[src/vid_consts.svh]
`ifndef VID_CONSTS_SVH
`define VID_CONSTS_SVH

// Host bus
`define VID_HOST_AW         16

// Main RAM, 32-bit words
`define VID_RAM_WORDS       1024
`define VID_RAM_AW          10

// Host memory map
`define VID_PAL_BASE        16'h8000
`define VID_PAL_BYTES_AW    9
`define VID_CTRL_ADDR       16'h8200
`define VID_STAT_ADDR       16'h8201

// Horizontal timing in pixel clocks
`define VID_H_ACTIVE        16
`define VID_H_SYNC_START    18
`define VID_H_SYNC_LEN      2
`define VID_H_TOTAL         24

// Vertical timing in lines
`define VID_V_ACTIVE        8
`define VID_V_SYNC_START    9
`define VID_V_SYNC_LEN      1
`define VID_V_TOTAL         11

// Four 8-bit pixels per word
`define VID_WORDS_PER_LINE  4

// Counter widths
`define VID_PIX_W           5
`define VID_LINE_W          4

`endif
[src/vid_pkg.sv]
`include "vid_consts.svh"

package vid_pkg;

    typedef logic [`VID_HOST_AW-1:0] host_addr_t;
    typedef logic [7:0]              byte_t;
    typedef logic [31:0]             mem_word_t;
    typedef logic [`VID_RAM_AW-1:0]  ram_addr_t;
    typedef logic [`VID_PIX_W-1:0]   pix_idx_t;
    typedef logic [`VID_LINE_W-1:0]  line_idx_t;
    typedef logic [11:0]             rgb12_t;

    // Line fetch engine
    typedef enum logic [1:0] {
        IDLE,
        REQ,
        WAIT,
        DONE
    } fetch_state_t;

    // Host register bus, strobe is a single-cycle pulse
    typedef struct packed {
        logic       strobe;
        logic       write;
        host_addr_t addr;
        byte_t      wrdata;
    } host_req_t;

    // Memory bus towards main RAM
    typedef struct packed {
        logic       strobe;
        logic       write;
        ram_addr_t  addr;
        logic [3:0] bytesel;
        mem_word_t  wrdata;
    } mem_req_t;

    // Events from the video timing generator
    typedef struct packed {
        logic      start_of_line;
        logic      start_of_screen;
        logic      end_of_screen;
        line_idx_t next_line;
        logic      active;
        pix_idx_t  pix_idx;
    } video_evt_t;

endpackage

[src/vid_video_timing.sv]
`include "vid_consts.svh"

module vid_video_timing import vid_pkg::*; (
    input  logic       clk,
    input  logic       reset,
    output video_evt_t evt_o,
    output logic       hsync_o,
    output logic       vsync_o
);

    pix_idx_t  h_cnt_r;
    line_idx_t v_cnt_r;
    logic      h_last;
    logic      v_last;
    logic      h_active;
    logic      v_active;

    assign h_last   = h_cnt_r == pix_idx_t'(`VID_H_TOTAL - 1);
    assign v_last   = v_cnt_r == line_idx_t'(`VID_V_TOTAL - 1);
    assign h_active = h_cnt_r < pix_idx_t'(`VID_H_ACTIVE);
    assign v_active = v_cnt_r < line_idx_t'(`VID_V_ACTIVE);

    //////////////////////////////////////////////////
    // Counters
    //////////////////////////////////////////////////
    always_ff @(posedge clk or posedge reset) begin
        if (reset) begin
            h_cnt_r <= '0;
            v_cnt_r <= '0;
        end else if (h_last) begin
            h_cnt_r <= '0;
            v_cnt_r <= v_last ? '0 : v_cnt_r + 1'b1;
        end else begin
            h_cnt_r <= h_cnt_r + 1'b1;
        end
    end

    //////////////////////////////////////////////////
    // Events and syncs
    //////////////////////////////////////////////////
    always_comb begin
        evt_o.start_of_line   = h_cnt_r == '0;
        evt_o.start_of_screen = h_cnt_r == '0 && v_cnt_r == '0;
        // First cycle after the last active pixel
        evt_o.end_of_screen   = h_cnt_r == pix_idx_t'(`VID_H_ACTIVE) &&
                                v_cnt_r == line_idx_t'(`VID_V_ACTIVE - 1);
        // Line 0 is fetched during the last line
        evt_o.next_line       = v_last ? '0 : v_cnt_r + 1'b1;
        evt_o.active          = h_active && v_active;
        evt_o.pix_idx         = h_cnt_r;
    end

    assign hsync_o = !(h_cnt_r >= pix_idx_t'(`VID_H_SYNC_START) &&
                       h_cnt_r <  pix_idx_t'(`VID_H_SYNC_START + `VID_H_SYNC_LEN));
    assign vsync_o = !(v_cnt_r >= line_idx_t'(`VID_V_SYNC_START) &&
                       v_cnt_r <  line_idx_t'(`VID_V_SYNC_START + `VID_V_SYNC_LEN));

endmodule

[config.mk]
export PLATFORM = sky130hd
export DESIGN_NAME = vid_video_timing
export DESIGN_NICKNAME = d
export VERILOG_FILES = /design/src/vid_pkg.sv /design/src/vid_video_timing.sv
export VERILOG_INCLUDE_DIRS = /design/src
export SDC_FILE = /design/constraint.sdc
export NUM_CORES = 1
export LEC_CHECK = 0
export BUFFER_PORTS_ARGS = -buffer_cell sky130_fd_sc_hd__buf_4
export CORE_AREA = 3 3 40 42
export DETAILED_ROUTE_END_ITERATION = 16
export DIE_AREA = 0 0 43 45
export HOLD_SLACK_MARGIN = 0.12
export PLACE_DENSITY = 0.71
export SLEW_MARGIN = 20
export SYNTH_ARGS = -nofsm -noshare
export SYNTH_HDL_FRONTEND = slang
export SYNTH_SLANG_ARGS = --single-unit
[constraint.sdc]
create_clock -name clk -period 1.7 [get_ports clk]
set_input_delay 0.34 -clock clk [delete_from_list [all_inputs] [get_ports clk]]
set_output_delay 0.34 -clock clk [all_outputs]
set_load 0.01 [all_outputs]
==> impl_metrics.py <==
metrics = {
    "global_route": {
        "grt_pass1_vias": 596,
        "grt.busiest_layer": "met2",
        "globalRoute.totalOverflow": 0,
        "grt_use_met2": 0.335,
        "met1_usage": 0.172,
        "track_usage": 0.176,
        "antenna_found_initial": 0,
        "grt_max_degree": 11,
        "met3_usage": 0.0319,
        "grt_pass1_wl_um": 2500,
    },
    "critical_path": {
        "cp_max_fo": 2,
        "crit_chain": "inv_2 > ha_4 > nand2b_4 > nor3_4 > nor4b_4 > buf_4",
        "start_kind": "register",
        "reg2reg_to": "v_cnt_r[0]$_DFFE_PP0N_",
        "crit_required_ns": 1.36,
        "regToRegStartpoint": "h_cnt_r[0]$_DFF_PP0_",
        "crit_type": "register to output pin",
        "critical_path.endpoint": "evt_o[11]",
        "end_kind": "output pin",
        "worst_ep_arrival_time_ns": 1.46,
        "crit_path_top_delay_cell": "dfrtp_1",
        "critical-path-max-stage-delay_ns": 0.39,
        "ff2ff_setup_slack_ns": 0.15,
        "r2r_cells": 4,
        "crit_start": "h_cnt_r[0]$_DFF_PP0_",
    },
    "outcome": {
        "failed_checks": "setup timing",
        "status": "complete, but fails checks",
    },
    "timing": {
        "skew_ns": 0.00746,
        "setup_viol": 4,
        "finalCritPeriodShare": 1.06,
        "relSlewSlack": 0.758,
        "setup_ws_ns": -0.0977,
        "slew_viol_final": 0,
        "rsz0062_at_grt": "yes",
        "hold_viol_final": 0,
        "timing.hold.ws_ns": 0.572,
        "fmax_mhz": 556,
        "tightest_slew_ns": 0.363,
        "final.min_clock_period_ns": 1.80,
    },
    "final_layout": {
        "fin_cells": 110,
        "layout-drive-gt1-share": 0.589,
        "fin_nets": 103,
        "diodes": 0,
        "n_fill_cell": 95,
        "final_common_cell": "buf_4",
        "final_cell_area_sq_um": 983,
        "layout_common_cells": "buf_4, dfrtp_1, buf_6",
        "layout-area-overhead-vs-synth_pct": 61.7,
    },
    "placed_design": {
        "place_hpwl_um": 1080,
        "placed_cell_area_sq_um": 776,
        "dp.cells": 96,
        "numPortBuffers": 16,
        "place_congestion": 0.715,
    },
    "synth": {
        "synth.yosys.warnings": 0,
        "synth_sequential_area_ratio": 0.370,
        "synth_edf_count": 0,
        "synthDistinctLibCells": 30,
        "syn_area_sq_um": 608,
        "syn_area_per_cell_sq_um": 9.97,
        "syn-instance-count": 61,
        "syn_nets": 68,
        "synth_flop_cell": "dfrtp_1",
        "synth-seq-cells": 9,
        "synthArstFlopShare": 1.00,
    },
    "clocking": {
        "clkTransAtPathRegs_ns": 0.07,
        "cts_htree_levels": 1,
        "cts_root_buf": "clkbuf_4",
        "cts_tree": "done",
        "clk_latency_ns": 0.27,
        "cts.sinks": 9,
        "cts_buffers": 3,
        "cts_buffer_depth": 2,
    },
    "pwr": {
        "total_power_uw": 391,
        "vdd_drop_max_mv": 0.376,
        "power.density_nw_per_um2": 398,
        "power.leakage_nw": 0.442,
    },
    "die": {
        "std_cell_rows": 13,
        "dieArea_sq_um": 1940,
        "io_pins": 17,
        "floorplan.initialDensity": 0.473,
        "coreArea_sq_um": 1280,
        "die_w_um": 43,
        "die_h_um": 45,
    },
    "detailed_routing": {
        "vias_per_cell": 5.31,
        "routed_wl_um": 1650,
        "drt-pass1-iter-count": 4,
        "ant_nets": 0,
        "vias": 584,
        "post_drt_wl_per_cell_um": 15.0,
        "dr.first_iter.drc_count": 9,
        "drc_errors": 0,
    },
    "flow_run": {
        "cap_violations": 0,
    },
    "worst_hold_path": {
        "hold_start": "h_cnt_r[3]$_DFF_PP0_",
        "hp-class": "register to register",
    },
}
-- critical path, delay by kind of cell (launching register included) --
kind	cells	cell delay (ns)
fa+ha+maj	1	0.14
buf+inv	2	0.22
flops	1	0.39
simple gates	3	0.44
-- routing by layer --
layer / vias to the layer above / routed length, um / share of wire
li1: 287 / - / -
met1: 275 / 638 / 0.39
met2: 18 / 892 / 0.54
met3: 4 / 82 / 0.050
met4: 0 / 34 / 0.021
met5: - / 0 / 0
-- worst min path at each step --
stage | slack (ns) | cells after the start | end
3_5_place_dp | 0.33 | 2 | v_cnt_r[3]$_DFFE_PP0N_
3_3_place_gp | 0.34 | 2 | v_cnt_r[3]$_DFFE_PP0N_
2_1_floorplan | 0.17 | 1 | h_cnt_r[0]$_DFF_PP0_
5_1_grt | 0.59 | 1 | h_cnt_r[3]$_DFF_PP0_
4_1_cts | 0.56 | 2 | h_cnt_r[0]$_DFF_PP0_
6_report | 0.57 | 1 | h_cnt_r[3]$_DFF_PP0_
-- sequential cells by signal (all words and copies together), names as in the netlist --
name     count
h_cnt_r      5
v_cnt_r      4
-- cells by family after synthesis --
kind of cell	Yosys count	synth area share
mux	2	0.0494
fa+ha+maj	5	0.103
flops	9	0.370
xor+xnor	1	0.0144
compound gates	15	0.185
simple gates	20	0.208
buf+inv	9	0.0699
-- synthesized netlist by cell type (2+ instances only) --
| library cell | count | area [sq um] |
|---|---|---|
| nor2_1 | 2 | 7.51 |
| dfrtp_1 | 9 | 225 |
| nand2b_1 | 4 | 25.0 |
| mux2_4 | 2 | 30.0 |
| nand3_1 | 2 | 10.0 |
| a21oi_1 | 2 | 10.0 |
| nand3b_1 | 2 | 15.0 |
| ha_1 | 5 | 62.6 |
| a21o_1 | 2 | 15.0 |
| nand2_1 | 3 | 11.3 |
| o21ai_0 | 4 | 20.0 |
| inv_1 | 6 | 22.5 |
-- where the power goes --
| group | switching [mW] | internal [mW] |
|---|---|---|
| sequential | 0 | 0.214 |
| combinational | 0.00476 | 0.00307 |
| clock | 0.0789 | 0.0906 |
-- area by class of cell --
cell class / count / area [sq um] / share of cell area
clock buffers: 4 / 26.3 / 0.0267
inverters: 7 / 26.3 / 0.0267
multi-input cells: 43 / 420 / 0.427
flip-flops and latches: 9 / 230 / 0.234
well taps: 15 / 18.8 / 0.0191
repair buffers: 32 / 262 / 0.266
-- stage by stage --
stage               utilization  setup slack, ns  TNS (ns)
floorplan                     -          0.00496         0
global placement          0.604           0.0988         0
detailed placement        0.604           0.0966         0
CTS                       0.658          -0.0994    -0.196
global route              0.765           -0.192    -0.753
finish                    0.765          -0.0977    -0.219
-- repair_timing --
item | 4_1_cts | 5_1_grt
resized for setup | 4 | 23
endpoints found under the hold margin | 9 | 0
endpoints found under the setup margin | 5 | 9
setup buffers | 3 | 6
hold buffers | 1 | 0
pin swaps | 1 | 6
Note: power is estimated with default switching activity, not from simulation.
