--- config.mk ---
export PLATFORM = sky130hd
export DESIGN_NAME = vid_regbus_decode
export DESIGN_NICKNAME = d
export VERILOG_FILES = /design/src/vid_pkg.sv /design/src/vid_regbus_decode.sv
export VERILOG_INCLUDE_DIRS = /design/src
export SDC_FILE = /design/constraint.sdc
export NUM_CORES = 1
export LEC_CHECK = 0
export ABC_CLOCK_PERIOD_IN_PS = 2280
export BUFFER_PORTS_ARGS = -buffer_cell sky130_fd_sc_hd__buf_2
export CAP_MARGIN = 30
export CORE_AREA = 2 2 74 76
export CTS_BUF_LIST = sky130_fd_sc_hd__clkbuf_16
export DETAILED_ROUTE_END_ITERATION = 10
export DIE_AREA = 0 0 76 78
export PLACE_DENSITY = 0.7
export SETUP_SLACK_MARGIN = 0.1
export SKIP_CTS_REPAIR_TIMING = 1
export SLEW_MARGIN = 30
export SYNTH_ARGS = -nofsm -noshare
export SYNTH_HDL_FRONTEND = slang
export SYNTH_SLANG_ARGS = --single-unit
export TNS_END_PERCENT = 5
--- constraint.sdc ---
create_clock -name clk -period 2.28 [get_ports clk]
set_clock_uncertainty 0.05 [all_clocks]
set_input_delay 0.342 -clock clk [delete_from_list [all_inputs] [get_ports clk]]
set_output_delay 0.342 -clock clk [all_outputs]
set_load 0.1 [all_outputs]
--- src/vid_consts.svh ---
`ifndef VID_CONSTS_SVH
`define VID_CONSTS_SVH

// Host bus
`define VID_HOST_AW         16

// Main RAM, 32-bit words
`define VID_RAM_WORDS       1024
`define VID_RAM_AW          10

// Host memory map
`define VID_PAL_BASE        16'h8000
`define VID_PAL_BYTES_AW    9
`define VID_CTRL_ADDR       16'h8200
`define VID_STAT_ADDR       16'h8201

// Horizontal timing in pixel clocks
`define VID_H_ACTIVE        16
`define VID_H_SYNC_START    18
`define VID_H_SYNC_LEN      2
`define VID_H_TOTAL         24

// Vertical timing in lines
`define VID_V_ACTIVE        8
`define VID_V_SYNC_START    9
`define VID_V_SYNC_LEN      1
`define VID_V_TOTAL         11

// Four 8-bit pixels per word
`define VID_WORDS_PER_LINE  4

// Counter widths
`define VID_PIX_W           5
`define VID_LINE_W          4

`endif
--- src/vid_pkg.sv ---
`include "vid_consts.svh"

package vid_pkg;

    typedef logic [`VID_HOST_AW-1:0] host_addr_t;
    typedef logic [7:0]              byte_t;
    typedef logic [31:0]             mem_word_t;
    typedef logic [`VID_RAM_AW-1:0]  ram_addr_t;
    typedef logic [`VID_PIX_W-1:0]   pix_idx_t;
    typedef logic [`VID_LINE_W-1:0]  line_idx_t;
    typedef logic [11:0]             rgb12_t;

    // Line fetch engine
    typedef enum logic [1:0] {
        IDLE,
        REQ,
        WAIT,
        DONE
    } fetch_state_t;

    // Host register bus, strobe is a single-cycle pulse
    typedef struct packed {
        logic       strobe;
        logic       write;
        host_addr_t addr;
        byte_t      wrdata;
    } host_req_t;

    // Memory bus towards main RAM
    typedef struct packed {
        logic       strobe;
        logic       write;
        ram_addr_t  addr;
        logic [3:0] bytesel;
        mem_word_t  wrdata;
    } mem_req_t;

    // Events from the video timing generator
    typedef struct packed {
        logic      start_of_line;
        logic      start_of_screen;
        logic      end_of_screen;
        line_idx_t next_line;
        logic      active;
        pix_idx_t  pix_idx;
    } video_evt_t;

endpackage

--- src/vid_regbus_decode.sv ---
`include "vid_consts.svh"

module vid_regbus_decode import vid_pkg::*; (
    input  logic       clk,
    input  logic       reset,
    input  host_req_t  host_req_i,
    output byte_t      rddata_o,
    output logic       rdvalid_o,
    output logic       irq_o,
    output logic       display_en_o,
    input  video_evt_t evt_i,
    input  mem_req_t   fetch_req_i,
    output logic       fetch_ack_o,
    output mem_req_t   mem_req_o,
    input  mem_word_t  mem_rddata_i,
    output logic       pal_we_o,
    input  byte_t      pal_rdbyte_i
);

    localparam host_addr_t PAL_BASE  = `VID_PAL_BASE;
    localparam host_addr_t CTRL_ADDR = `VID_CTRL_ADDR;
    localparam host_addr_t STAT_ADDR = `VID_STAT_ADDR;

    logic       ram_sel;
    logic       pal_sel;
    logic       ctrl_sel;
    logic       stat_sel;
    logic       host_ram;
    logic       host_wr;
    logic [1:0] ctrl_r;
    logic       eos_flag_r;
    logic       rd_ram_r;
    logic       rd_pal_r;
    logic [1:0] lane_r;
    byte_t      reg_rddata_r;

    //////////////////////////////////////////////////
    // Address decode
    //////////////////////////////////////////////////
    // RAM occupies the lower half, aliased above its size
    assign ram_sel  = !host_req_i.addr[`VID_HOST_AW-1];
    assign pal_sel  = host_req_i.addr[`VID_HOST_AW-1:`VID_PAL_BYTES_AW] ==
                      PAL_BASE[`VID_HOST_AW-1:`VID_PAL_BYTES_AW];
    assign ctrl_sel = host_req_i.addr == CTRL_ADDR;
    assign stat_sel = host_req_i.addr == STAT_ADDR;

    assign host_ram = host_req_i.strobe && ram_sel;
    assign host_wr  = host_req_i.strobe && host_req_i.write;
    assign pal_we_o = host_wr && pal_sel;

    //////////////////////////////////////////////////
    // Memory bus arbitration
    //////////////////////////////////////////////////
    always_comb begin
        mem_req_o = fetch_req_i;
        // Host always wins the bus
        if (host_ram) begin
            mem_req_o.strobe  = 1'b1;
            mem_req_o.write   = host_req_i.write;
            mem_req_o.addr    = host_req_i.addr[`VID_RAM_AW+1:2];
            mem_req_o.bytesel = 4'b0001 << host_req_i.addr[1:0];
            mem_req_o.wrdata  = {4{host_req_i.wrdata}};
        end
    end

    //////////////////////////////////////////////////
    // Control, status and read steering
    //////////////////////////////////////////////////
    always_ff @(posedge clk or posedge reset) begin
        if (reset) begin
            fetch_ack_o <= 1'b0;
            rdvalid_o   <= 1'b0;
            rd_ram_r    <= 1'b0;
            rd_pal_r    <= 1'b0;
            ctrl_r      <= '0;
            eos_flag_r  <= 1'b0;
        end else begin
            fetch_ack_o <= fetch_req_i.strobe && !host_ram;
            rdvalid_o   <= host_req_i.strobe && !host_req_i.write;
            rd_ram_r    <= ram_sel;
            rd_pal_r    <= pal_sel;
            if (host_wr && ctrl_sel) begin
                ctrl_r <= host_req_i.wrdata[1:0];
            end
            // New end of screen beats a clear in the same cycle
            if (evt_i.end_of_screen) begin
                eos_flag_r <= 1'b1;
            end else if (host_wr && stat_sel && host_req_i.wrdata[0]) begin
                eos_flag_r <= 1'b0;
            end
        end
    end

    always_ff @(posedge clk) begin
        lane_r       <= host_req_i.addr[1:0];
        reg_rddata_r <= ctrl_sel ? {6'b0, ctrl_r} :
                        stat_sel ? {7'b0, eos_flag_r} : 8'h00;
    end

    always_comb begin
        rddata_o = reg_rddata_r;
        if (rd_ram_r) begin
            rddata_o = mem_rddata_i[lane_r*8 +: 8];
        end else if (rd_pal_r) begin
            rddata_o = pal_rdbyte_i;
        end
    end

    assign display_en_o = ctrl_r[0];
    assign irq_o        = eos_flag_r && ctrl_r[1];

    // Host strobe is a single-cycle pulse
    a_host_pulse: assert property (@(posedge clk) disable iff (reset)
        host_req_i.strobe |=> !host_req_i.strobe);

endmodule

==> run metrics <==
nets@finish 493; Placer Congestion 0.747; clock sinks 11; post-DR wirelength/cell 13.0 um; chip height 78 um; placement row count 26; fin cells ~430; post-synth top area cell nand2_1; Post-Synthesis Cells between 150 and 200; f_max 461 MHz; TritonCTS clock tree yes; Clock Path Buffers 2; 1st-iter DRT viols 45; Crit-path slowest cell mux4_2; asr flop ratio synth 0.636; overall routing resource usage 0.186; Vias/cell 4.50; crit path max fanout 8; worst slew pin tran 0.499 ns; Routed WL 5610 um; # fillers 431; WHS -0.0198 ns; layout cell share with drive strength beyond 1 0.551; remaining antenna violation count 0; CP startpoint kind flip-flop; mapped cell area 1250 um^2; top cells by count, synth nand2_1, mux4_2, dfrtp_1; Area Overhead vs Synth 141%; Mean Syn Cell Area approximately 6.6 um^2; initial antenna violation count 0; top_reg_cell synth dfrtp_1; Post-Syn Nets 319; Post-Route Setup TNS 0 ns; share of the synthesized area in the top cell type 0.350; Yosys Warn Count 0; Worst setup EP type output pin; CP Data Arrival Time 1.78 ns; CP peak stage delay 0.52 ns; First-pass DRT Iterations 4; Overflow after GRT 0; CORE AREA 5040 um^2; final setup violation count 0; clock transition at the registers of the reported paths 0.04 ns; RSZ-0062 raised after global routing yes; Worst EP required 1.89 ns; H-tree depth 1; sequential share of the synthesized area 0.203; maximum vdd ir drop ~0.27 mV; CP Class reg -> out; status finished, violations left; largest cells by area after synthesis nand2_1, mux4_2, dfrtp_1; buffers added on ports between 150 and 200; Clk Tree Root Cell clkbuf_16; Period Utilization, post-route 0.951; placed instance count 429; Initial Util 0.249; I/O Pins 190; Die ar. 5930 um^2; final count of hold timing violations 7; Post-synth EDFFs 0; Place WS 0.348 ns; Rel. slew slack 0.670; synth unique cells 29; largest net degree at the start of global routing about 50; Seq cells post-synth 11; vias in the first global route 2009; Remaining DRCs 0; most common cell in the netlist nand2_1; global-route wire length before repair 8910 um; Final min period about 2.2 ns; max-cap violations 0; Total Power 1720 uW; Leak about 0.0017 uW; vias 1949; Final Max Tran Viols 0; clk_lat worst skew approximately 0.23 ns; ant diodes 0; Hold WC Path Type in -> async; failing checks hold timing; post-route setup slack 0.112 ns; die extent in x 76 um; dpl hpwl between 4000 and 5000 um; CTS buffer count 3; Power Dens Cells 569 nW/um^2; critical-path cell list buf_4 -> mux4_2 -> a22o_1 -> buf_2
## logic make-up after synthesis
kind of cell,count (synthesis),synth area share
AO/OA/AOI/OAI,10,0.0568
buffers and inverters,13,0.0508
flip-flops,11,0.203
multiplexers,13,0.185
AND/OR/NAND/NOR,143,0.503
## registers in the layout, indices dropped and copies added (netlist names)
register,flops
ctrl_r,2
rd_pal_r,1
eos_flag_r,1
rdvalid_o,1
lane_r,2
reg_rddata_r,2
rd_ram_r,1
fetch_ack_o,1
## power by group
| group | internal, uW | switching (uW) |
|---|---|---|
| registers | 200 | 6.37 |
| logic | 407 | 803 |
| clock network | 229 | 79.4 |
## placed cells by master (no fill, tap or decap)
cell type	netlist	layout
nor2_1	4	4
or2_1	1	1
nor2b_2	0	2
nand2b_1	1	1
nor3_1	2	1
nor4_1	1	1
nor4_4	1	1
mux2_1	2	2
buf_12	0	49
nand3_1	2	2
dfxtp_1	4	4
inv_1	2	3
o31ai_4	0	1
nand4_1	2	2
a22o_1	5	5
nor3b_1	1	1
nor4b_4	1	1
clkbuf_16	0	3
dfrtp_1	7	7
nand2_1	117	117
nor2b_1	4	2
o21ai_1	4	4
mux2i_1	3	3
buf_2	3	129
nor3_2	0	1
nand3b_1	2	2
mux4_2	8	8
buf_4	0	2
nand2_2	2	2
and2_1	1	1
nor4b_2	1	1
## final timing paths
path                       startpoint     endpoint  slack [ns]  cells past startpoint
setup / recovery            lane_r[0]  rddata_o[4]        0.11                      4
min in group clk            evt_i[10]   eos_flag_r        0.26                      2
hold reg to reg             ctrl_r[0]    ctrl_r[0]        0.46                      1
setup reg to reg            ctrl_r[1]    ctrl_r[1]        1.42                      1
hold / removal                  reset    rdvalid_o       -0.02                      2
max in group asynchronous       reset    ctrl_r[0]        1.99                      2
## routing by layer
layer,track usage,vias to the layer above,wire length (um)
li1,-,969,-
met1,0.174,848,1920
met2,0.375,123,3000
met3,0.0570,9,585
met4,0.0691,0,106
met5,0,-,0
## final cells by class
class	count	area (um^2)	share of cell area
Inverter	2	7.51	0.00248
Multi-Input combinational cell	166	960	0.317
Sequential cell	11	255	0.0842
Tap cell	70	87.6	0.0289
Clock buffer	3	75.1	0.0248
Clock inverter	1	3.75	0.00124
Timing Repair Buffer	180	1640	0.542
## critical path: cells and delay by family (launching register included)
| family | cells | cell delay, ns |
|---|---|---|
| compound gates | 1 | 0.24 |
| mux | 1 | 0.52 |
| buf+inv | 2 | 0.48 |
| flops | 1 | 0.30 |
## per-stage QoR
stage,area (um^2),util
2_1_floorplan,1270,-
4_1_cts,3030,0.600
3_5_place_dp,2950,0.585
5_1_grt,3030,0.601
6_report,3030,0.601
3_3_place_gp,2950,0.585
Note: power is estimated with default switching activity, not from simulation.
