**src/vid_consts.svh**
```systemverilog
`ifndef VID_CONSTS_SVH
`define VID_CONSTS_SVH

// Host bus
`define VID_HOST_AW         16

// Main RAM, 32-bit words
`define VID_RAM_WORDS       1024
`define VID_RAM_AW          10

// Host memory map
`define VID_PAL_BASE        16'h8000
`define VID_PAL_BYTES_AW    9
`define VID_CTRL_ADDR       16'h8200
`define VID_STAT_ADDR       16'h8201

// Horizontal timing in pixel clocks
`define VID_H_ACTIVE        16
`define VID_H_SYNC_START    18
`define VID_H_SYNC_LEN      2
`define VID_H_TOTAL         24

// Vertical timing in lines
`define VID_V_ACTIVE        8
`define VID_V_SYNC_START    9
`define VID_V_SYNC_LEN      1
`define VID_V_TOTAL         11

// Four 8-bit pixels per word
`define VID_WORDS_PER_LINE  4

// Counter widths
`define VID_PIX_W           5
`define VID_LINE_W          4

`endif
```
**src/vid_pkg.sv**
```systemverilog
`include "vid_consts.svh"

package vid_pkg;

    typedef logic [`VID_HOST_AW-1:0] host_addr_t;
    typedef logic [7:0]              byte_t;
    typedef logic [31:0]             mem_word_t;
    typedef logic [`VID_RAM_AW-1:0]  ram_addr_t;
    typedef logic [`VID_PIX_W-1:0]   pix_idx_t;
    typedef logic [`VID_LINE_W-1:0]  line_idx_t;
    typedef logic [11:0]             rgb12_t;

    // Line fetch engine
    typedef enum logic [1:0] {
        IDLE,
        REQ,
        WAIT,
        DONE
    } fetch_state_t;

    // Host register bus, strobe is a single-cycle pulse
    typedef struct packed {
        logic       strobe;
        logic       write;
        host_addr_t addr;
        byte_t      wrdata;
    } host_req_t;

    // Memory bus towards main RAM
    typedef struct packed {
        logic       strobe;
        logic       write;
        ram_addr_t  addr;
        logic [3:0] bytesel;
        mem_word_t  wrdata;
    } mem_req_t;

    // Events from the video timing generator
    typedef struct packed {
        logic      start_of_line;
        logic      start_of_screen;
        logic      end_of_screen;
        line_idx_t next_line;
        logic      active;
        pix_idx_t  pix_idx;
    } video_evt_t;

endpackage

```
**src/vid_line_fetch.sv**
```systemverilog
`include "vid_consts.svh"

module vid_line_fetch import vid_pkg::*; (
    input  logic       clk,
    input  logic       reset,
    input  video_evt_t evt_i,
    output mem_req_t   fetch_req_o,
    input  logic       fetch_ack_i,
    input  mem_word_t  mem_rddata_i,
    output logic       lb_we_o,
    output pix_idx_t   lb_wridx_o,
    output mem_word_t  lb_wrdata_o
);

    localparam int CNT_W = $clog2(`VID_WORDS_PER_LINE);

    fetch_state_t     state_r;
    logic [CNT_W-1:0] word_cnt_r;
    line_idx_t        line_r;
    logic             start;
    logic             last_word;

    assign start     = evt_i.start_of_line && (state_r == IDLE || state_r == DONE);
    assign last_word = word_cnt_r == CNT_W'(`VID_WORDS_PER_LINE - 1);

    //////////////////////////////////////////////////
    // FSM and word counter
    //////////////////////////////////////////////////
    always_ff @(posedge clk or posedge reset) begin
        if (reset) begin
            state_r    <= IDLE;
            word_cnt_r <= '0;
        end else begin
            case (state_r)
                IDLE, DONE: begin
                    if (start) begin
                        state_r    <= REQ;
                        word_cnt_r <= '0;
                    end else begin
                        state_r <= IDLE;
                    end
                end
                // Address goes out, then held in WAIT until acked
                REQ: state_r <= WAIT;
                WAIT: begin
                    if (fetch_ack_i) begin
                        word_cnt_r <= word_cnt_r + 1'b1;
                        state_r    <= last_word ? DONE : REQ;
                    end
                end
                default: state_r <= IDLE;
            endcase
        end
    end

    always_ff @(posedge clk) begin
        if (start) begin
            line_r <= evt_i.next_line;
        end
    end

    // Strobe drops in the ack cycle to avoid a second grant
    always_comb begin
        fetch_req_o.strobe  = (state_r == REQ) || (state_r == WAIT && !fetch_ack_i);
        fetch_req_o.write   = 1'b0;
        fetch_req_o.addr    = ram_addr_t'(line_r) * ram_addr_t'(`VID_WORDS_PER_LINE) +
                              ram_addr_t'(word_cnt_r);
        fetch_req_o.bytesel = 4'b1111;
        fetch_req_o.wrdata  = '0;
    end

    assign lb_we_o     = (state_r == WAIT) && fetch_ack_i;
    assign lb_wridx_o  = pix_idx_t'({word_cnt_r, 2'b00});
    assign lb_wrdata_o = mem_rddata_i;

    a_req_hold: assert property (@(posedge clk) disable iff (reset)
        fetch_req_o.strobe |=> fetch_ack_i ||
            (fetch_req_o.strobe && $stable(fetch_req_o.addr)));

endmodule

```
**config.mk**
```make
export PLATFORM = sky130hd
export DESIGN_NAME = vid_line_fetch
export DESIGN_NICKNAME = d
export VERILOG_FILES = /design/src/vid_pkg.sv /design/src/vid_line_fetch.sv
export VERILOG_INCLUDE_DIRS = /design/src
export SDC_FILE = /design/constraint.sdc
export NUM_CORES = 1
export LEC_CHECK = 0
export BUFFER_PORTS_ARGS = -buffer_cell sky130_fd_sc_hd__buf_2
export CORE_ASPECT_RATIO = 1.75
export CORE_MARGIN = 3
export CORE_UTILIZATION = 31
export DETAILED_ROUTE_END_ITERATION = 6
export GPL_TIMING_DRIVEN = 0
export PLACE_DENSITY = 0.93
export SLEW_MARGIN = 20
export SYNTH_ARGS = -nofsm -noshare
export SYNTH_HDL_FRONTEND = slang
export SYNTH_SLANG_ARGS = --single-unit
```
**constraint.sdc**
```tcl
create_clock -name clk -period 1.7 [get_ports clk]
set_input_delay 0.34 -clock clk [delete_from_list [all_inputs] [get_ports clk]]
set_output_delay 0.34 -clock clk [all_outputs]
set_load 0.05 [all_outputs]
```
==> results.toml, run 1 <==
[placed_design]
dp_hpwl_um = 2080
dp_cells = 247
portBuffers = 49
dpl_cell_area_sq_um = 1450
finalWeightedCongestion = 0.749
dp_worst_setup_slack_ps = 16.8

[sta]
max_freq_mhz = 584
finalCritPeriodShare_pct = 101
whs_ps = 291
finClkSkew_ps = 0.608
drv_slew = 0
hold_viol = 0
fin_ws_ps = -13.8
setup_total_negative_slack_ps = -13.8
post-route-min-period_ps = 1710
rsz0062_at_grt = "true"
finalSetupViolations = 1

[floorplan]
fp.dieW_um = 48.8
core-area_sq_um = 2990
dieArea_sq_um = 3940
die_h_um = 80.8
core.rowCount = 26
initial_core_util_pct = 33.2
ios = 134

[grt]
grt_pass1_vias = 797
use_met2_pct = 23.6
gr-usage-met3_pct = 5.69
grt_first_pass_wirelength_um = 3290
antenna_found_initial = 0
use_met1_pct = 7.63
grt_use_total_pct = 10.8
grt_max_degree = 8
grt_overflow_total = 0
grt_busiest_layer = "met2"

[worst_setup_path]
required_ps = 1360
arrival_ps = 1370
path_class = "reg2out"
crit_path_end_kind = "output pin"
r2r_cells = 4
worstSetupStartpointType = "flop"
path_max_fanout = 4

[cells_and_area]
final_cell_count_no_fill = 257
drive_gt1_share_pct = 65.6
utilization_pct = 52.5
layout_commonest_cell = "buf_4"
antenna_cells = 0
final_nets = 268
area_delta_synth_final_pct = 58.4
fillers = 289
layout_common_cells = "82 x buf_4, 48 x buf_2, 44 x conb_1"
final_area_sq_um = 1570

[synth]
avgSynthCellArea_sq_um = 8.70
netlist.area_leader.share_pct = 59.0
ys_top_cells_by_area = "buf_4 59%, edfxtp_1 12%, dfrtp_1 10%"
synth_edf_count = 4
yosys_warnings = 0
syn_inst = 114
synth_flop_cell = "edfxtp_1"
ys_ff_latch = 8
synth-seq-area-share_pct = 22.2
yosysTopAreaCell = "buf_4"
ys_types = 19
syn_area_sq_um = 992
async_flop_share_pct = 50.0

[clock_tree]
ctsLongestPathBuffers = 2
clkSinkCount = 8
clock_latency_ps = 220
cts_tree = "yes"
cts_root_buf = "clkbuf_8"
cts_inserted_buffers = 3
htree_num_levels = 1
clk_pin_slew_ps = 40

[detailed_routing]
drc_errors = 0
drt_iter0_drc = 5
firstDrtPassIters = 2
wire_per_inst_um = 9.13
vias_per_cell = 3.42
ant_nets = 0
wl_um = 2350
vias = 879

[worst_hold_path]
hold_depth = 1
min_path_type = "in2reg"

[run_status]
status = "finished with violations"
failed_checks = "setup timing"

[pwr]
p_total_mw = 1.88
vdd_drop_max_mv = 0.507
p_leak_nw = 0.985
powerDensity_nw_per_um2 = 1190

[job]
max_cap_violations = 0
[worst max-delay path, stage by stage (launching register included)]
cell and delay, ps:
dfrtp_1 410, ha_4 180, and2b_4 160, or2_4 250, buf_8 150
[Yosys cell counts, types with 2 or more instances]
| cell type | n |
|---|---|
| conb_1 | 2 |
| edfxtp_1 | 4 |
| inv_1 | 4 |
| ha_1 | 4 |
| buf_4 | 78 |
| dfrtp_1 | 4 |
| o21ai_0 | 3 |
| o31ai_1 | 2 |
| nand2_1 | 3 |
[worst paths after layout]
path,from,slack (ps),end
worst max-delay path,state_r[1],-10,fetch_req_o[47]
max in group asynchronous,reset,1000,state_r[0]
worst min-delay path,evt_i[9],290,line_r[3]
worst min register to register,word_cnt_r[1],580,word_cnt_r[1]
min in group asynchronous,reset,550,word_cnt_r[1]
worst max register to register,state_r[1],330,word_cnt_r[0]
[kinds of logic (layout without fill, tap and decap cells)]
logic type                 count (synthesis)  after routing  synth area share (%)
AOI/OAI and AO/OA                          8              8                  4.92
adders and majority gates                  4              4                  5.04
buffers and inverters                     82            141                  60.5
DFF                                        8              8                  22.2
muxes                                      1              1                  1.01
other                                      2             44                 0.757
and+or+nand+nor                            9              9                  5.55
[final cells by class]
| cell class | instances | area (sq um) | share of cell area, % |
|---|---|---|---|
| Sequential cell | 8 | 220 | 14.0 |
| Multi-Input combinational cell | 66 | 347 | 22.1 |
| Tap cell | 42 | 52.6 | 3.34 |
| Buffer | 78 | 586 | 37.3 |
| Inverter | 4 | 15.0 | 0.955 |
| Timing Repair Buffer | 55 | 307 | 19.5 |
| Clock buffer | 4 | 45.0 | 2.87 |
[power by group]
| part | internal [mW] | total [mW] | switching [mW] |
|---|---|---|---|
| Clock | 0.162 | 0.234 | 0.0714 |
| Sequential | 0.276 | 0.319 | 0.0424 |
| Combinational | 0.463 | 1.32 | 0.861 |
[per-layer routing]
| metal | share of wire [%] | vias to the layer above |
|---|---|---|
| li1 | - | 437 |
| met1 | 25 | 341 |
| met2 | 55 | 99 |
| met3 | 20 | 2 |
| met4 | 0.26 | 0 |
| met5 | 0 | - |
[flip-flops by register name (all words and copies together), names as in the netlist]
signal	flops
line_r	4
state_r	2
word_cnt_r	2
[timing repair]
action	CTS	global route
buffers inserted	5	0
gates resized for setup	9	0
pin swaps	0	2
endpoints found under the setup margin	1	1
endpoints found under the hold margin	4	0
hold buffers	1	0
Note: power is estimated with default switching activity, not from simulation.
==> inputs of run 2 (changes only) <==
==> constraint.sdc (replaced) <==
create_clock -name clk -period 1.8 [get_ports clk]
set_input_delay 0.36 -clock clk [delete_from_list [all_inputs] [get_ports clk]]
set_output_delay 0.36 -clock clk [all_outputs]
set_load 0.05 [all_outputs]
==> run 2 against run 1 <==
Net effect:
- the flow now finishes without violations
- combinational power fell by 11%
- wire length fell by 4.0%
- register-to-register slack improved by 60 ps
- cell area fell by 2.6%
- count of clock-buffer cells in the layout did not move
- clock skew rose by 0.96 ps
- sequential share of layout area rose by 0.38 points
- global-route usage fell by 0.62 points
- sequential cell count did not move
- sequential power fell by 8.2%
- critical endpoint unchanged
- largest power group unchanged
- cell count fell by 1.2%
- critical path type unchanged
- utilization fell by 1.4 points
==> results.toml, run 2 (same netlist as run 1, synthesis figures left out) <==
[pwr]
swShare_pct = 52.9
p_leak_nw = 0.970
p_total_mw = 1.69
p_sw_mw = 0.896
power_frac_seq_pct = 17.3
vdd_drop_max_mv = 0.498
powerDensity_nw_per_um2 = 1110
power_frac_comb_pct = 69.6
intPower_mw = 0.798
clkPwrFrac_pct = 13.1

[floorplan]
initial_core_util_pct = 33.2
die_h_um = 80.8
core-area_sq_um = 2990
ios = 134
core.rowCount = 26
dieArea_sq_um = 3940
fp.dieW_um = 48.8

[worst_setup_path]
crit_buf_inv = 2
path_class = "reg2out"
crit_path_end_kind = "output pin"
arrival_ps = 1360
cp_slowest_cell = "dfrtp_1"
path_cells = "inv_1 > ha_2 > and2b_4 > or2_4 > buf_8"
max_stage_delay_ps = 340
required_ps = 1440
cp_top_family = "simple AND/OR/NAND/NOR gates"
path_max_fanout = 4
worstSetupStartpointType = "flop"

[cells_and_area]
area_delta_synth_final_pct = 54.2
antenna_cells = 0
fillers = 295
layout_common_cells = "81 x buf_4, 48 x buf_2, 44 x conb_1"
regArea_sq_um = 220
regMostFlops = "line_r"
drive_gt1_share_pct = 64.6
final_nets = 265
largest_register_ffs = 4
layout_commonest_cell = "buf_4"
reg.largest.list = "line_r (4), state_r (2), word_cnt_r (2)"
multi_input_area_sq_um = 334

[worst_hold_path]
min_path_type = "in2async"

[grt]
grt_max_degree = 9
grt_pass1_vias = 760
grt_use_total_pct = 10.2
grt_busiest_layer = "met2"
grt_first_pass_wirelength_um = 3090
grt_overflow_total = 0
use_met1_pct = 7.18
antenna_found_initial = 0
use_met2_pct = 21.8
gr-usage-met3_pct = 5.87

[clock_tree]
cts_root_buf = "clkbuf_8"
htree_num_levels = 1
cts_tree = "yes"
ctsLongestPathBuffers = 2
clk_pin_slew_ps = 40
cts_inserted_buffers = 3
clkSinkCount = 8
clock_latency_ps = 220

[run_status]
status = "completed"

[sta]
finClkSkew_ps = 1.57
drv_slew = 0
finalSetupViolations = 0
hold_viol = 0
rsz0062_at_grt = "false"
finalCritPeriodShare_pct = 95.7
post-route-min-period_ps = 1720
setup_total_negative_slack_ps = 0
max_freq_mhz = 580

[placed_design]
portBuffers = 49
finalWeightedCongestion = 0.749
dp_hpwl_um = 2080

[detailed_routing]
ant_nets = 0
wl_um = 2250
drt_iter0_drc = 5
vias_per_cell = 3.39
drc_errors = 0
firstDrtPassIters = 2
vias = 862
wire_per_inst_um = 8.87

[job]
max_cap_violations = 0
run 2: layout make-up:
class                   instances  share of cell area (%)
well taps                      42                    3.43
flip-flops and latches          8                    14.4
plain buffers                  78                    38.3
inverters                       4                   0.981
clock buffers                   4                    2.94
multi-input cells              66                    21.8
repair buffers                 52                    18.2
run 2: final timing paths:
kind                       slack (ps)         endpoint           from  cells past startpoint
min                                 7       state_r[1]          reset                      2
min in group clk                  310        line_r[0]       evt_i[6]                      1
max                                80  fetch_req_o[47]     state_r[0]                      5
max reg2reg                       390    word_cnt_r[0]     state_r[1]                      4
max in group asynchronous        1640       state_r[0]          reset                      2
min reg2reg                       580    word_cnt_r[1]  word_cnt_r[1]                      2
run 2: repair_timing:
action,4_1_cts,5_1_grt
setup endpoints to repair,1,1
setup buffers,2,1
gates resized for setup,5,0
hold buffers,0,0
pin swaps,0,0
run 2: power by group through the flow:
| stage | clock (mW) | sequential (mW) | combinational, mW |
|---|---|---|---|
| after floorplan | 0 | 0.419 | 0.807 |
| after global placement | 0 | 0.299 | 1.07 |
| after detailed placement | 0 | 0.302 | 1.08 |
| after CTS | 0.225 | 0.295 | 1.17 |
| after global routing | 0.240 | 0.301 | 1.25 |
| final | 0.222 | 0.293 | 1.18 |
run 2: per-layer routing:
metal | wire length, um | part of all wire, %
met1 | 569 | 25
met2 | 1200 | 53
met3 | 475 | 21
met4 | 6 | 0.27
met5 | 0 | 0
run 2: through the flow:
step           worst slack [ps]  cells  hold slack (ps)  instance area (sq um)  utilization (%)
3_5_place_dp               96.8    247              246                   1450             48.4
3_3_place_gp               93.3    247              239                   1450             48.4
5_1_grt                    34.3    254             19.0                   1530             51.1
6_report                   77.2    254             6.89                   1530             51.1
2_1_floorplan               237    156              126                   1150                -
4_1_cts                    34.1    253             9.19                   1520             50.9
