==> config.mk <==
export PLATFORM = sky130hd
export DESIGN_NAME = vid_line_buffer
export DESIGN_NICKNAME = d
export VERILOG_FILES = /design/src/vid_pkg.sv /design/src/vid_line_buffer.sv
export VERILOG_INCLUDE_DIRS = /design/src
export SDC_FILE = /design/constraint.sdc
export NUM_CORES = 1
export LEC_CHECK = 0
export BUFFER_PORTS_ARGS = -buffer_cell sky130_fd_sc_hd__buf_2
export CORE_UTILIZATION = 50
export CTS_CLUSTER_DIAMETER = 60
export DETAILED_ROUTE_END_ITERATION = 8
export PLACE_DENSITY = 0.69
export SKIP_LAST_GASP = 1
export SYNTH_ARGS = -nofsm -noshare
export SYNTH_HDL_FRONTEND = slang
export SYNTH_SLANG_ARGS = --single-unit
==> constraint.sdc <==
create_clock -name clk -period 4.5 [get_ports clk]
set_input_delay 0.9 -clock clk [delete_from_list [all_inputs] [get_ports clk]]
set_output_delay 0.9 -clock clk [all_outputs]
set_load 0.02 [all_outputs]
==> src/vid_consts.svh <==
`ifndef VID_CONSTS_SVH
`define VID_CONSTS_SVH

// Host bus
`define VID_HOST_AW         16

// Main RAM, 32-bit words
`define VID_RAM_WORDS       1024
`define VID_RAM_AW          10

// Host memory map
`define VID_PAL_BASE        16'h8000
`define VID_PAL_BYTES_AW    9
`define VID_CTRL_ADDR       16'h8200
`define VID_STAT_ADDR       16'h8201

// Horizontal timing in pixel clocks
`define VID_H_ACTIVE        16
`define VID_H_SYNC_START    18
`define VID_H_SYNC_LEN      2
`define VID_H_TOTAL         24

// Vertical timing in lines
`define VID_V_ACTIVE        8
`define VID_V_SYNC_START    9
`define VID_V_SYNC_LEN      1
`define VID_V_TOTAL         11

// Four 8-bit pixels per word
`define VID_WORDS_PER_LINE  4

// Counter widths
`define VID_PIX_W           5
`define VID_LINE_W          4

`endif
==> src/vid_pkg.sv <==
`include "vid_consts.svh"

package vid_pkg;

    typedef logic [`VID_HOST_AW-1:0] host_addr_t;
    typedef logic [7:0]              byte_t;
    typedef logic [31:0]             mem_word_t;
    typedef logic [`VID_RAM_AW-1:0]  ram_addr_t;
    typedef logic [`VID_PIX_W-1:0]   pix_idx_t;
    typedef logic [`VID_LINE_W-1:0]  line_idx_t;
    typedef logic [11:0]             rgb12_t;

    // Line fetch engine
    typedef enum logic [1:0] {
        IDLE,
        REQ,
        WAIT,
        DONE
    } fetch_state_t;

    // Host register bus, strobe is a single-cycle pulse
    typedef struct packed {
        logic       strobe;
        logic       write;
        host_addr_t addr;
        byte_t      wrdata;
    } host_req_t;

    // Memory bus towards main RAM
    typedef struct packed {
        logic       strobe;
        logic       write;
        ram_addr_t  addr;
        logic [3:0] bytesel;
        mem_word_t  wrdata;
    } mem_req_t;

    // Events from the video timing generator
    typedef struct packed {
        logic      start_of_line;
        logic      start_of_screen;
        logic      end_of_screen;
        line_idx_t next_line;
        logic      active;
        pix_idx_t  pix_idx;
    } video_evt_t;

endpackage

==> src/vid_line_buffer.sv <==
`include "vid_consts.svh"

module vid_line_buffer import vid_pkg::*; (
    input  logic       clk,
    input  logic       reset,
    input  video_evt_t evt_i,
    input  logic       we_i,
    input  pix_idx_t   wridx_i,
    input  mem_word_t  wrdata_i,
    input  pix_idx_t   rdidx_i,
    output byte_t      rdpix_o
);

    localparam int WI_W = $clog2(`VID_WORDS_PER_LINE);

    mem_word_t   half_mem [2*`VID_WORDS_PER_LINE];
    logic        half_r;
    logic        rd_half;
    logic [WI_W:0] wr_addr;
    logic [WI_W:0] rd_addr;

    always_ff @(posedge clk or posedge reset) begin
        if (reset) begin
            half_r <= 1'b0;
        end else if (evt_i.start_of_line) begin
            half_r <= !half_r;
        end
    end

    // Read side already sees the swap in the start_of_line cycle
    assign rd_half = !(half_r ^ evt_i.start_of_line);
    assign wr_addr = {half_r, wridx_i[WI_W+1:2]};
    assign rd_addr = {rd_half, rdidx_i[WI_W+1:2]};

    always_ff @(posedge clk) begin
        if (we_i) begin
            half_mem[wr_addr] <= wrdata_i;
        end
        rdpix_o <= half_mem[rd_addr][rdidx_i[1:0]*8 +: 8];
    end

endmodule

==> run metrics, run 1 <==
ys flop type edfxtp_1; Clock Sink Count 265; CTS clock-pin slew for the worst setup and hold paths 60 ps; CTS resizes 0; final WL 18.8 mm; largest net degree at the start of global routing 36; Post-Synthesis Cells 425; GRT Residual Overflow 0; Vias/cell roughly 5.7; status finished clean; DP HPWL 10.8 mm; count of cell types in the netlist 25; row count 51; PwrDens ~500 nW/um^2; CTS Buf Count 26; unrepaired setup endpoints after global routing no; crit end category flip-flop; Initial Util 0.512; Leakage 3.72 nW; fin area 11400 um^2; worst skew pair latency 520 ps; die area 20600 um^2; Layout Nets 553; DRC viols 0; Yosys reg bits 265; final non-filler cell total slightly below 800; CTS tree yes; Ports 66; Vias approximately 4500; Max Fclk 397 MHz; Area after DPL about 11000 um^2; port buffer count 49; first-pass GRT wire length 28.4 mm; top fanout value on the critical path 35; max cap viols 0; Clock Path Buffers 3; Ys Warns 0; WL/cell 24.2 um; crit path DAT approximately 2900 ps; setup slack, reg-to-reg around 2300 ps; total global-route track usage 0.195; Syn Nets 483; layout cell share with drive strength beyond 1 0.333; DR pass1 iterations 4; DIE WIDTH 144 um; P&R area growth vs syn 13.9%; CTS Hold Bufs 0; Final Hold Vio Count 0; fin crit share 0.560; Worst Path Class, Setup input pin to flip-flop; Req. time, crit path 4860 ps; Least-Margin Pin Slew 893 ps; synthesized area 10000 um^2; vias in the first global route 4661; Root Buffer clkbuf_16; Post-CTS Setup Repair Bufs 0; Setup TNS Final 0 ps; EDFF count, synth 256; Placed Cells 732; Clock Skews 17.4 ps; Diodes inserted 0; post-layout minimum cycle time 2520 ps; startpoint type of the worst setup path input pin; Detail Route Antenna Nets 0; core area 19600 um^2; CTS H-tree lvls 1; Max-Slew Margin vs Limit 0.405; fin util 0.583; Slew Limit Fails 0; DR iter-0 viols 399; most frequent cells in the layout 256 x edfxtp_1, 64 x mux4_2, 48 x buf_2; Seq/Total Area, Yosys 0.784; async set-reset flop share out of synthesis 0.00377; routability cong. slightly below 0.7; Hold Crit Class input pin to asynchronous set/reset pin; Final Setup Violations 0; initial antenna violation count 0; Avg Synthesized Cell Area 23.6 um^2; Die Ht 144 um; commonest non-fill, non-tap cell in the layout edfxtp_1; peak supply drop about 0.31 mV
==> cell usage after synthesis (3+ instances only) <==
master    count  share of area
a221oi_1      8         0.0070
nor2_1        7         0.0026
buf_1         4         0.0015
a32o_1        8         0.0080
mux2i_1      24          0.024
buf_6         3         0.0034
buf_4         3         0.0022
buf_2         4         0.0020
mux4_2       64           0.14
edfxtp_1    256           0.77
dfxtp_1       8          0.016
nand2_1      18         0.0067
==> cell type report <==
class                           count  area (um^2)
Clock inverter                     15          134
Clock buffer                       31          669
Tap cell                          265          332
Inverter                            2         20.0
Sequential cell                   265         7870
Fill cell                        1417         8160
Timing Repair Buffer               62          345
Multi-Input combinational cell    138         2060
==> cell families after synthesis <==
family          after synthesis  share of synthesized area
flops                       265                      0.784
mux                          88                      0.168
simple gates                 33                     0.0142
buf+inv                      22                     0.0161
compound gates               16                     0.0150
xor+xnor                      1                    0.00274
==> per-stage QoR <==
step	hold slack (ps)	setup slack (ps)	total power (W)
2_1_floorplan	629	753	0.00346
3_3_place_gp	743	1440	0.00370
3_5_place_dp	741	1410	0.00372
4_1_cts	190	1960	0.00572
5_1_grt	205	1780	0.00587
6_report	205	1980	0.00567
==> worst max-delay path, cell delays in order <==
cell and delay [ps]:
buf_4 520, buf_4 470, mux4_2 560, mux2i_1 230
a221oi_1 130
==> where the power goes <==
part	switching (W)	internal [W]
clock network	0.000837	0.00117
registers	0.0000502	0.00289
logic	0.000457	0.000261
total	0.00134	0.00432
==> metal layers <==
| layer | global-route usage | part of all wire | vias up |
|---|---|---|---|
| li1 | - | - | 1954 |
| met1 | 0.273 | 0.41 | 2340 |
| met2 | 0.321 | 0.50 | 135 |
| met3 | 0.0273 | 0.063 | 25 |
| met4 | 0.0588 | 0.021 | 0 |
| met5 | 0 | 0 | - |
==> path summary, 6_finish.rpt <==
check / cells after the start / to / from
setup / recovery: 5 / rdpix_o[7] / rdidx_i[2]
hold / removal: 2 / half_r / reset
setup reg to reg: 3 / half_mem[3][23] / half_r
hold reg to reg: 3 / rdpix_o[4] / half_mem[3][12]
max in group asynchronous: 2 / half_r / reset
min in group clk: 1 / half_mem[7][8] / wrdata_i[8]
==> flip-flops by register name, indices dropped and copies added (netlist names) <==
signal,count
half_mem,256
half_r,1
rdpix_o,8
(Power assumes the default switching activity.)
==> run 2, diff against run 1 <==
- PLACE_DENSITY: 0.69 -> 0.71
- clock period: 4.5 -> 2.3 ns (I/O delays scaled with it)
==> run 2 against run 1 <==
Wire length is 1.9% higher. Critical path depth stayed put. First-iteration DRC count is 21% lower. Clock power is 110% higher. Final cell count is 1.2% higher. Total power is 100% higher. Sequential power is 96% higher. Utilization is 1.4 points higher. Highest routed layer unchanged.
==> run metrics, run 2 (synthesis gave the netlist of run 1 again) <==
status finished clean; CTS Hold Bufs 1 (+1); Slew Limit Fails 0 (unchanged); max FFs per register 256 (unchanged); Vias 4534 (+1.8%); CTS tree yes; unrepaired setup endpoints after global routing no; Post-CTS Setup Repair Bufs 0 (unchanged); CP Buf/Inv Count 1 (-1); crit end category flip-flop; PwrDens 973 nW/um^2 (+96%); Max-Slew Margin vs Limit 0.597 (+0.192); Clock Skews 13.7 ps (-3.71 ps); DR iter-0 viols 317 (-21%); core area 19600 um^2 (unchanged); worst skew pair latency 510 ps (about the same); max cap viols 0 (unchanged); WL/cell 24.3 um (+0.69%); CTS resizes 0 (unchanged); CTS H-tree lvls 1 (unchanged); DP HPWL 11.0 mm (+1.8%); Initial Util 0.512 (unchanged); Slowest-stage cell, CP dfrtp_1; peak supply drop 0.497 mV (+60%); Root Buffer clkbuf_16; initial antenna violation count 3 (+3); Hold Crit Class input pin to flip-flop; largest net degree at the start of global routing 33 (-8.3%); total global-route track usage 0.197 (+0.00197); fin crit share 0.885; kind of cell adding the most delay to the critical path flip-flops; commonest non-fill, non-tap cell in the layout edfxtp_1; vias in the first global route 4753 (+2.0%); post-layout minimum cycle time 2040 ps; Ports 66 (unchanged); fin worst setup slack 264 ps (-1720 ps); Least-Margin Pin Slew 604 ps (-289 ps); Vias/cell 5.76 (+0.63%); Req. time, crit path 2700 ps (-2160 ps); startpoint type of the worst setup path flip-flop; P&R area growth vs syn 16.7%; DIE WIDTH 144 um (unchanged); routability cong. 0.727 (+5.7%); Fillers 1324 (-6.6%); Worst Path Class, Setup flip-flop to flip-flop; Max Fclk around 490 MHz; first-pass GRT wire length 28.7 mm (+0.90%); CP cell instances xnor2_4 > buf_4 > nand2_1 > a32o_1 > a221oi_1; top fanout value on the critical path 16 (-54%); Detail Route Antenna Nets 0 (unchanged); crit path DAT 2440 ps (-440 ps); DR pass1 iterations 5 (+1); die area 20600 um^2 (unchanged); Leakage 3.83 nW (+2.9%); DRC viols 0 (unchanged); pre-CTS setup slack 162 ps (-1250 ps); Die Ht 144 um (unchanged); layout cell share with drive strength beyond 1 0.339 (+0.00578); Final Setup Violations 0 (unchanged); Clock Path Buffers 3 (unchanged); final WL 19.1 mm (+1.9%); CTS clock-pin slew for the worst setup and hold paths 60 ps (about the same); most frequent cells in the layout 256 x edfxtp_1, 64 x mux4_2, 48 x buf_2; Final Hold Vio Count 0 (unchanged); row count 51 (unchanged); Clock Sink Count 265 (unchanged); Biggest register half_mem; GRT Residual Overflow 0 (unchanged); total power 0.0114 W (+100%); CTS Buf Count 25 (-3.8%); Max stage delay on crit path 550 ps (about the same); port buffer count 49 (unchanged); fin util 0.598 (+0.0142); largest registers half_mem x256, rdpix_o x8, half_r x1; Layout Nets 558 (+0.90%)
-- run 2: cell count changes in the layout (fill, tap and decap cells not counted), sizes merged, moves of 2 or more --
cell | before | now
clkinv | 12 | 4
diode | 0 | 3
bufinv | 2 | 4
inv | 1 | 3
clkbuf | 31 | 37
buf | 62 | 67
clkinvlp | 2 | 0
-- run 2: worst register-to-register path, delay by kind of cell (launching register included) --
family	cells	cell delay (ps)
flops	1	550
xor+xnor	1	330
buf+inv	1	350
compound gates	2	540
simple gates	1	150
-- run 2: layout make-up --
class | instances | area [um^2] | area share
sequential | 265 | 7870 | 0.672
multi-input combinational | 138 | 2070 | 0.177
inverter | 2 | 20.0 | 0.00171
clock buffer | 37 | 701 | 0.0598
tap | 265 | 332 | 0.0283
antenna | 3 | 7.51 | 0.000641
timing repair buffer | 68 | 556 | 0.0475
clock inverter | 9 | 150 | 0.0128
-- run 2: metal layers --
metal / up-vias / track usage / part of all wire
met5: - / 0 / 0
met4: 0 / 0.0689 / 0.029
met3: 35 / 0.0320 / 0.064
met2: 154 / 0.327 / 0.50
met1: 2381 / 0.265 / 0.41
li1: 1964 / - / -
-- run 2: stage by stage --
stage | hold slack (ps) | TNS, ps | std cells | cell area (um^2)
floorplan | 189 | -17630 | 425 | 10100
global placement | 306 | 0 | 737 | 10800
detailed placement | 304 | 0 | 737 | 10800
CTS | 197 | 0 | 784 | 11700
global route | 202 | 0 | 785 | 11700
finish | 206 | 0 | 787 | 11700
-- run 2: power breakdown --
group / switching, W / total, W / internal, W
Clock: 0.00160 / 0.00416 / 0.00256
Combinational: 0.000900 / 0.00146 / 0.000563
Sequential: 0.000117 / 0.00577 / 0.00565
-- run 2: final timing paths --
path / start / endpoint / slack [ps] / cells past startpoint
min in group asynchronous: reset / half_r / 330 / 3
min: wrdata_i[4] / half_mem[4][4] / 210 / 1
max: half_r / rdpix_o[7] / 260 / 5
max reg2reg: half_r / rdpix_o[7] / 260 / 5
max in group asynchronous: reset / half_r / 1880 / 3
min reg2reg: half_mem[0][13] / rdpix_o[5] / 900 / 3
==> run 3, diff against run 2 <==
- MAX_ROUTING_LAYER: default -> met4
==> run 3 against run 2 <==
Combinational power about the same. First-iteration DRC count increased by 1.3%. Design area unchanged. Clock power about the same. Sequential share of layout area unchanged. Clock skew about the same. Final cell count unchanged. Sequential cell count unchanged. Sequential power about the same. Wire length about the same.
==> run metrics, run 3 (synthesis gave the netlist of run 1 again) <==
Final Setup Violations 0 (unchanged); max cap viols 0 (unchanged); Leakage 3.83 nW (unchanged); row count 51 (unchanged); Max Fclk 491 MHz (about the same); initial antenna violation count 3 (unchanged); final WL 19.2 mm (about the same); CTS clock-pin slew for the worst setup and hold paths 60 ps (about the same); pre-CTS setup slack 162 ps (unchanged); Die Ht 144 um (unchanged); GRT Residual Overflow 0 (unchanged); DRC viols 0 (unchanged); largest net degree at the start of global routing 33 (unchanged); port buffer count 49 (unchanged); largest registers half_mem x256, rdpix_o x8, half_r x1; switching share of power 0.230 (about the same); first-pass GRT wire length 28.7 mm (+0.17%); Ports 66 (unchanged); DR pass1 iterations 5 (unchanged); die area 20600 um^2 (unchanged); max FFs per register 256 (unchanged); GR Util met1 0.267 (+0.00213); Root Buffer clkbuf_16; crit path DAT 2440 ps (about the same); Least-Margin Pin Slew 608 ps (+3.81 ps); Detail Route Antenna Nets 0 (unchanged); Worst Path Class, Setup flip-flop to flip-flop; Vias/cell 5.76 (about the same); vias in the first global route 4733 (-0.42%); Req. time, crit path 2710 ps (about the same); Slew Limit Fails 0 (unchanged); startpoint type of the worst setup path flip-flop; routability cong. 0.735 (+1.2%); top fanout value on the critical path 16 (unchanged); CTS Buf Count 25 (unchanged); internal cell power 0.00877 W (about the same); Layout Nets 558 (unchanged); clock share of power 0.366 (about the same); crit end category flip-flop; Vias 4530 (-0.088%); Clock Path Buffers 3 (unchanged); P&R area growth vs syn 16.7% (unchanged); peak supply drop 0.498 mV (+0.20%); most used routing layer met2; DR iter-0 viols 321 (+1.3%); commonest non-fill, non-tap cell in the layout edfxtp_1; Clock Skews 13.6 ps (-0.0793 ps); total global-route track usage 0.203 (+0.00654); WL/cell 24.3 um (about the same); CTS tree yes; Hold Crit Class input pin to flip-flop; unrepaired setup endpoints after global routing no; CTS resizes 0 (unchanged); Biggest register half_mem; Initial Util 0.512 (unchanged); met2 Resource Use GR 0.327 (-0.000511); core area 19600 um^2 (unchanged); fin area 11700 um^2 (unchanged); post-layout minimum cycle time 2040 ps (-0.447 ps); DIE WIDTH 144 um (unchanged); status finished clean; layout cell share with drive strength beyond 1 0.339 (unchanged); Global Route met3 Usage 0.0317 (-0.000333); CTS H-tree lvls 1 (unchanged); Max-Slew Margin vs Limit 0.594 (-0.00255); Area after DPL 10800 um^2 (unchanged); fin worst setup slack 264 ps (+0.447 ps); most frequent cells in the layout 256 x edfxtp_1, 64 x mux4_2, 48 x buf_2; Final Hold Vio Count 0 (unchanged); Clock Sink Count 265 (unchanged); PwrDens 973 nW/um^2 (about the same); worst skew pair latency 510 ps (about the same); sw power 0.00262 W (about the same); combinational share of power 0.128 (about the same); Reg power frac 0.506 (about the same); fin crit share 0.885 (about the same); DP HPWL 11.0 mm (unchanged)
==> run 3: cell counts in the layout (fill, tap and decap cells not counted) <==
No cell type changed its count.
==> run 3: per-layer routing <==
layer	wire (um)	up-vias
li1	-	1965
met3	1050	38
met4	522	0
met5	0	-
met2	9640	141
met1	7950	2386
==> run 3: layout make-up <==
cell class | count | area (um^2)
timing repair buffer | 68 | 556
antenna | 3 | 7.51
tap | 265 | 332
clock buffer | 37 | 701
multi-input combinational | 138 | 2070
inverter | 2 | 20.0
clock inverter | 9 | 150
sequential | 265 | 7870
fill | 1324 | 7880
==> run 3: path summary, 6_finish.rpt <==
| check | from | endpoint | slack (ps) | cells past startpoint |
|---|---|---|---|---|
| worst min register to register | half_mem[0][12] | rdpix_o[4] | 900 | 3 |
| min in group asynchronous | reset | half_r | 340 | 3 |
| max in group asynchronous | reset | half_r | 1870 | 3 |
| worst max register to register | half_r | rdpix_o[2] | 260 | 5 |
| worst max-delay path | half_r | rdpix_o[2] | 260 | 5 |
| worst min-delay path | wrdata_i[4] | half_mem[4][4] | 210 | 1 |
==> run 3: metrics by stage <==
| step | hold slack, ps | util | std cells | TNS [ps] | power, W |
|---|---|---|---|---|---|
| 2_1_floorplan | 189 | - | 425 | -17630 | 0.00677 |
| 3_3_place_gp | 306 | 0.553 | 737 | 0 | 0.00728 |
| 3_5_place_dp | 304 | 0.553 | 737 | 0 | 0.00734 |
| 4_1_cts | 197 | 0.597 | 784 | 0 | 0.0115 |
| 5_1_grt | 202 | 0.598 | 787 | 0 | 0.0118 |
| 6_report | 212 | 0.598 | 787 | 0 | 0.0114 |
==> run 3: repair_timing <==
| action | 4_1_cts | 5_1_grt |
|---|---|---|
| endpoints found under the hold margin | 1 | 0 |
| buffers inserted | 0 | 0 |
| hold buffers | 1 | 0 |
==> run 3: power groups by stage <==
stage	sequential [W]	clock (W)	combinational (W)
2_1_floorplan	0.00589	0	0.000884
3_3_place_gp	0.00584	0	0.00144
3_5_place_dp	0.00587	0	0.00147
4_1_cts	0.00577	0.00423	0.00148
5_1_grt	0.00578	0.00442	0.00155
6_report	0.00577	0.00417	0.00146
==> run 3: critical path, stage by stage (launching register included) <==
cell and delay [ps]:
dfrtp_1 560, xnor2_4 330, buf_4 350, nand2_1 100, a32o_1 330, a221oi_1 240
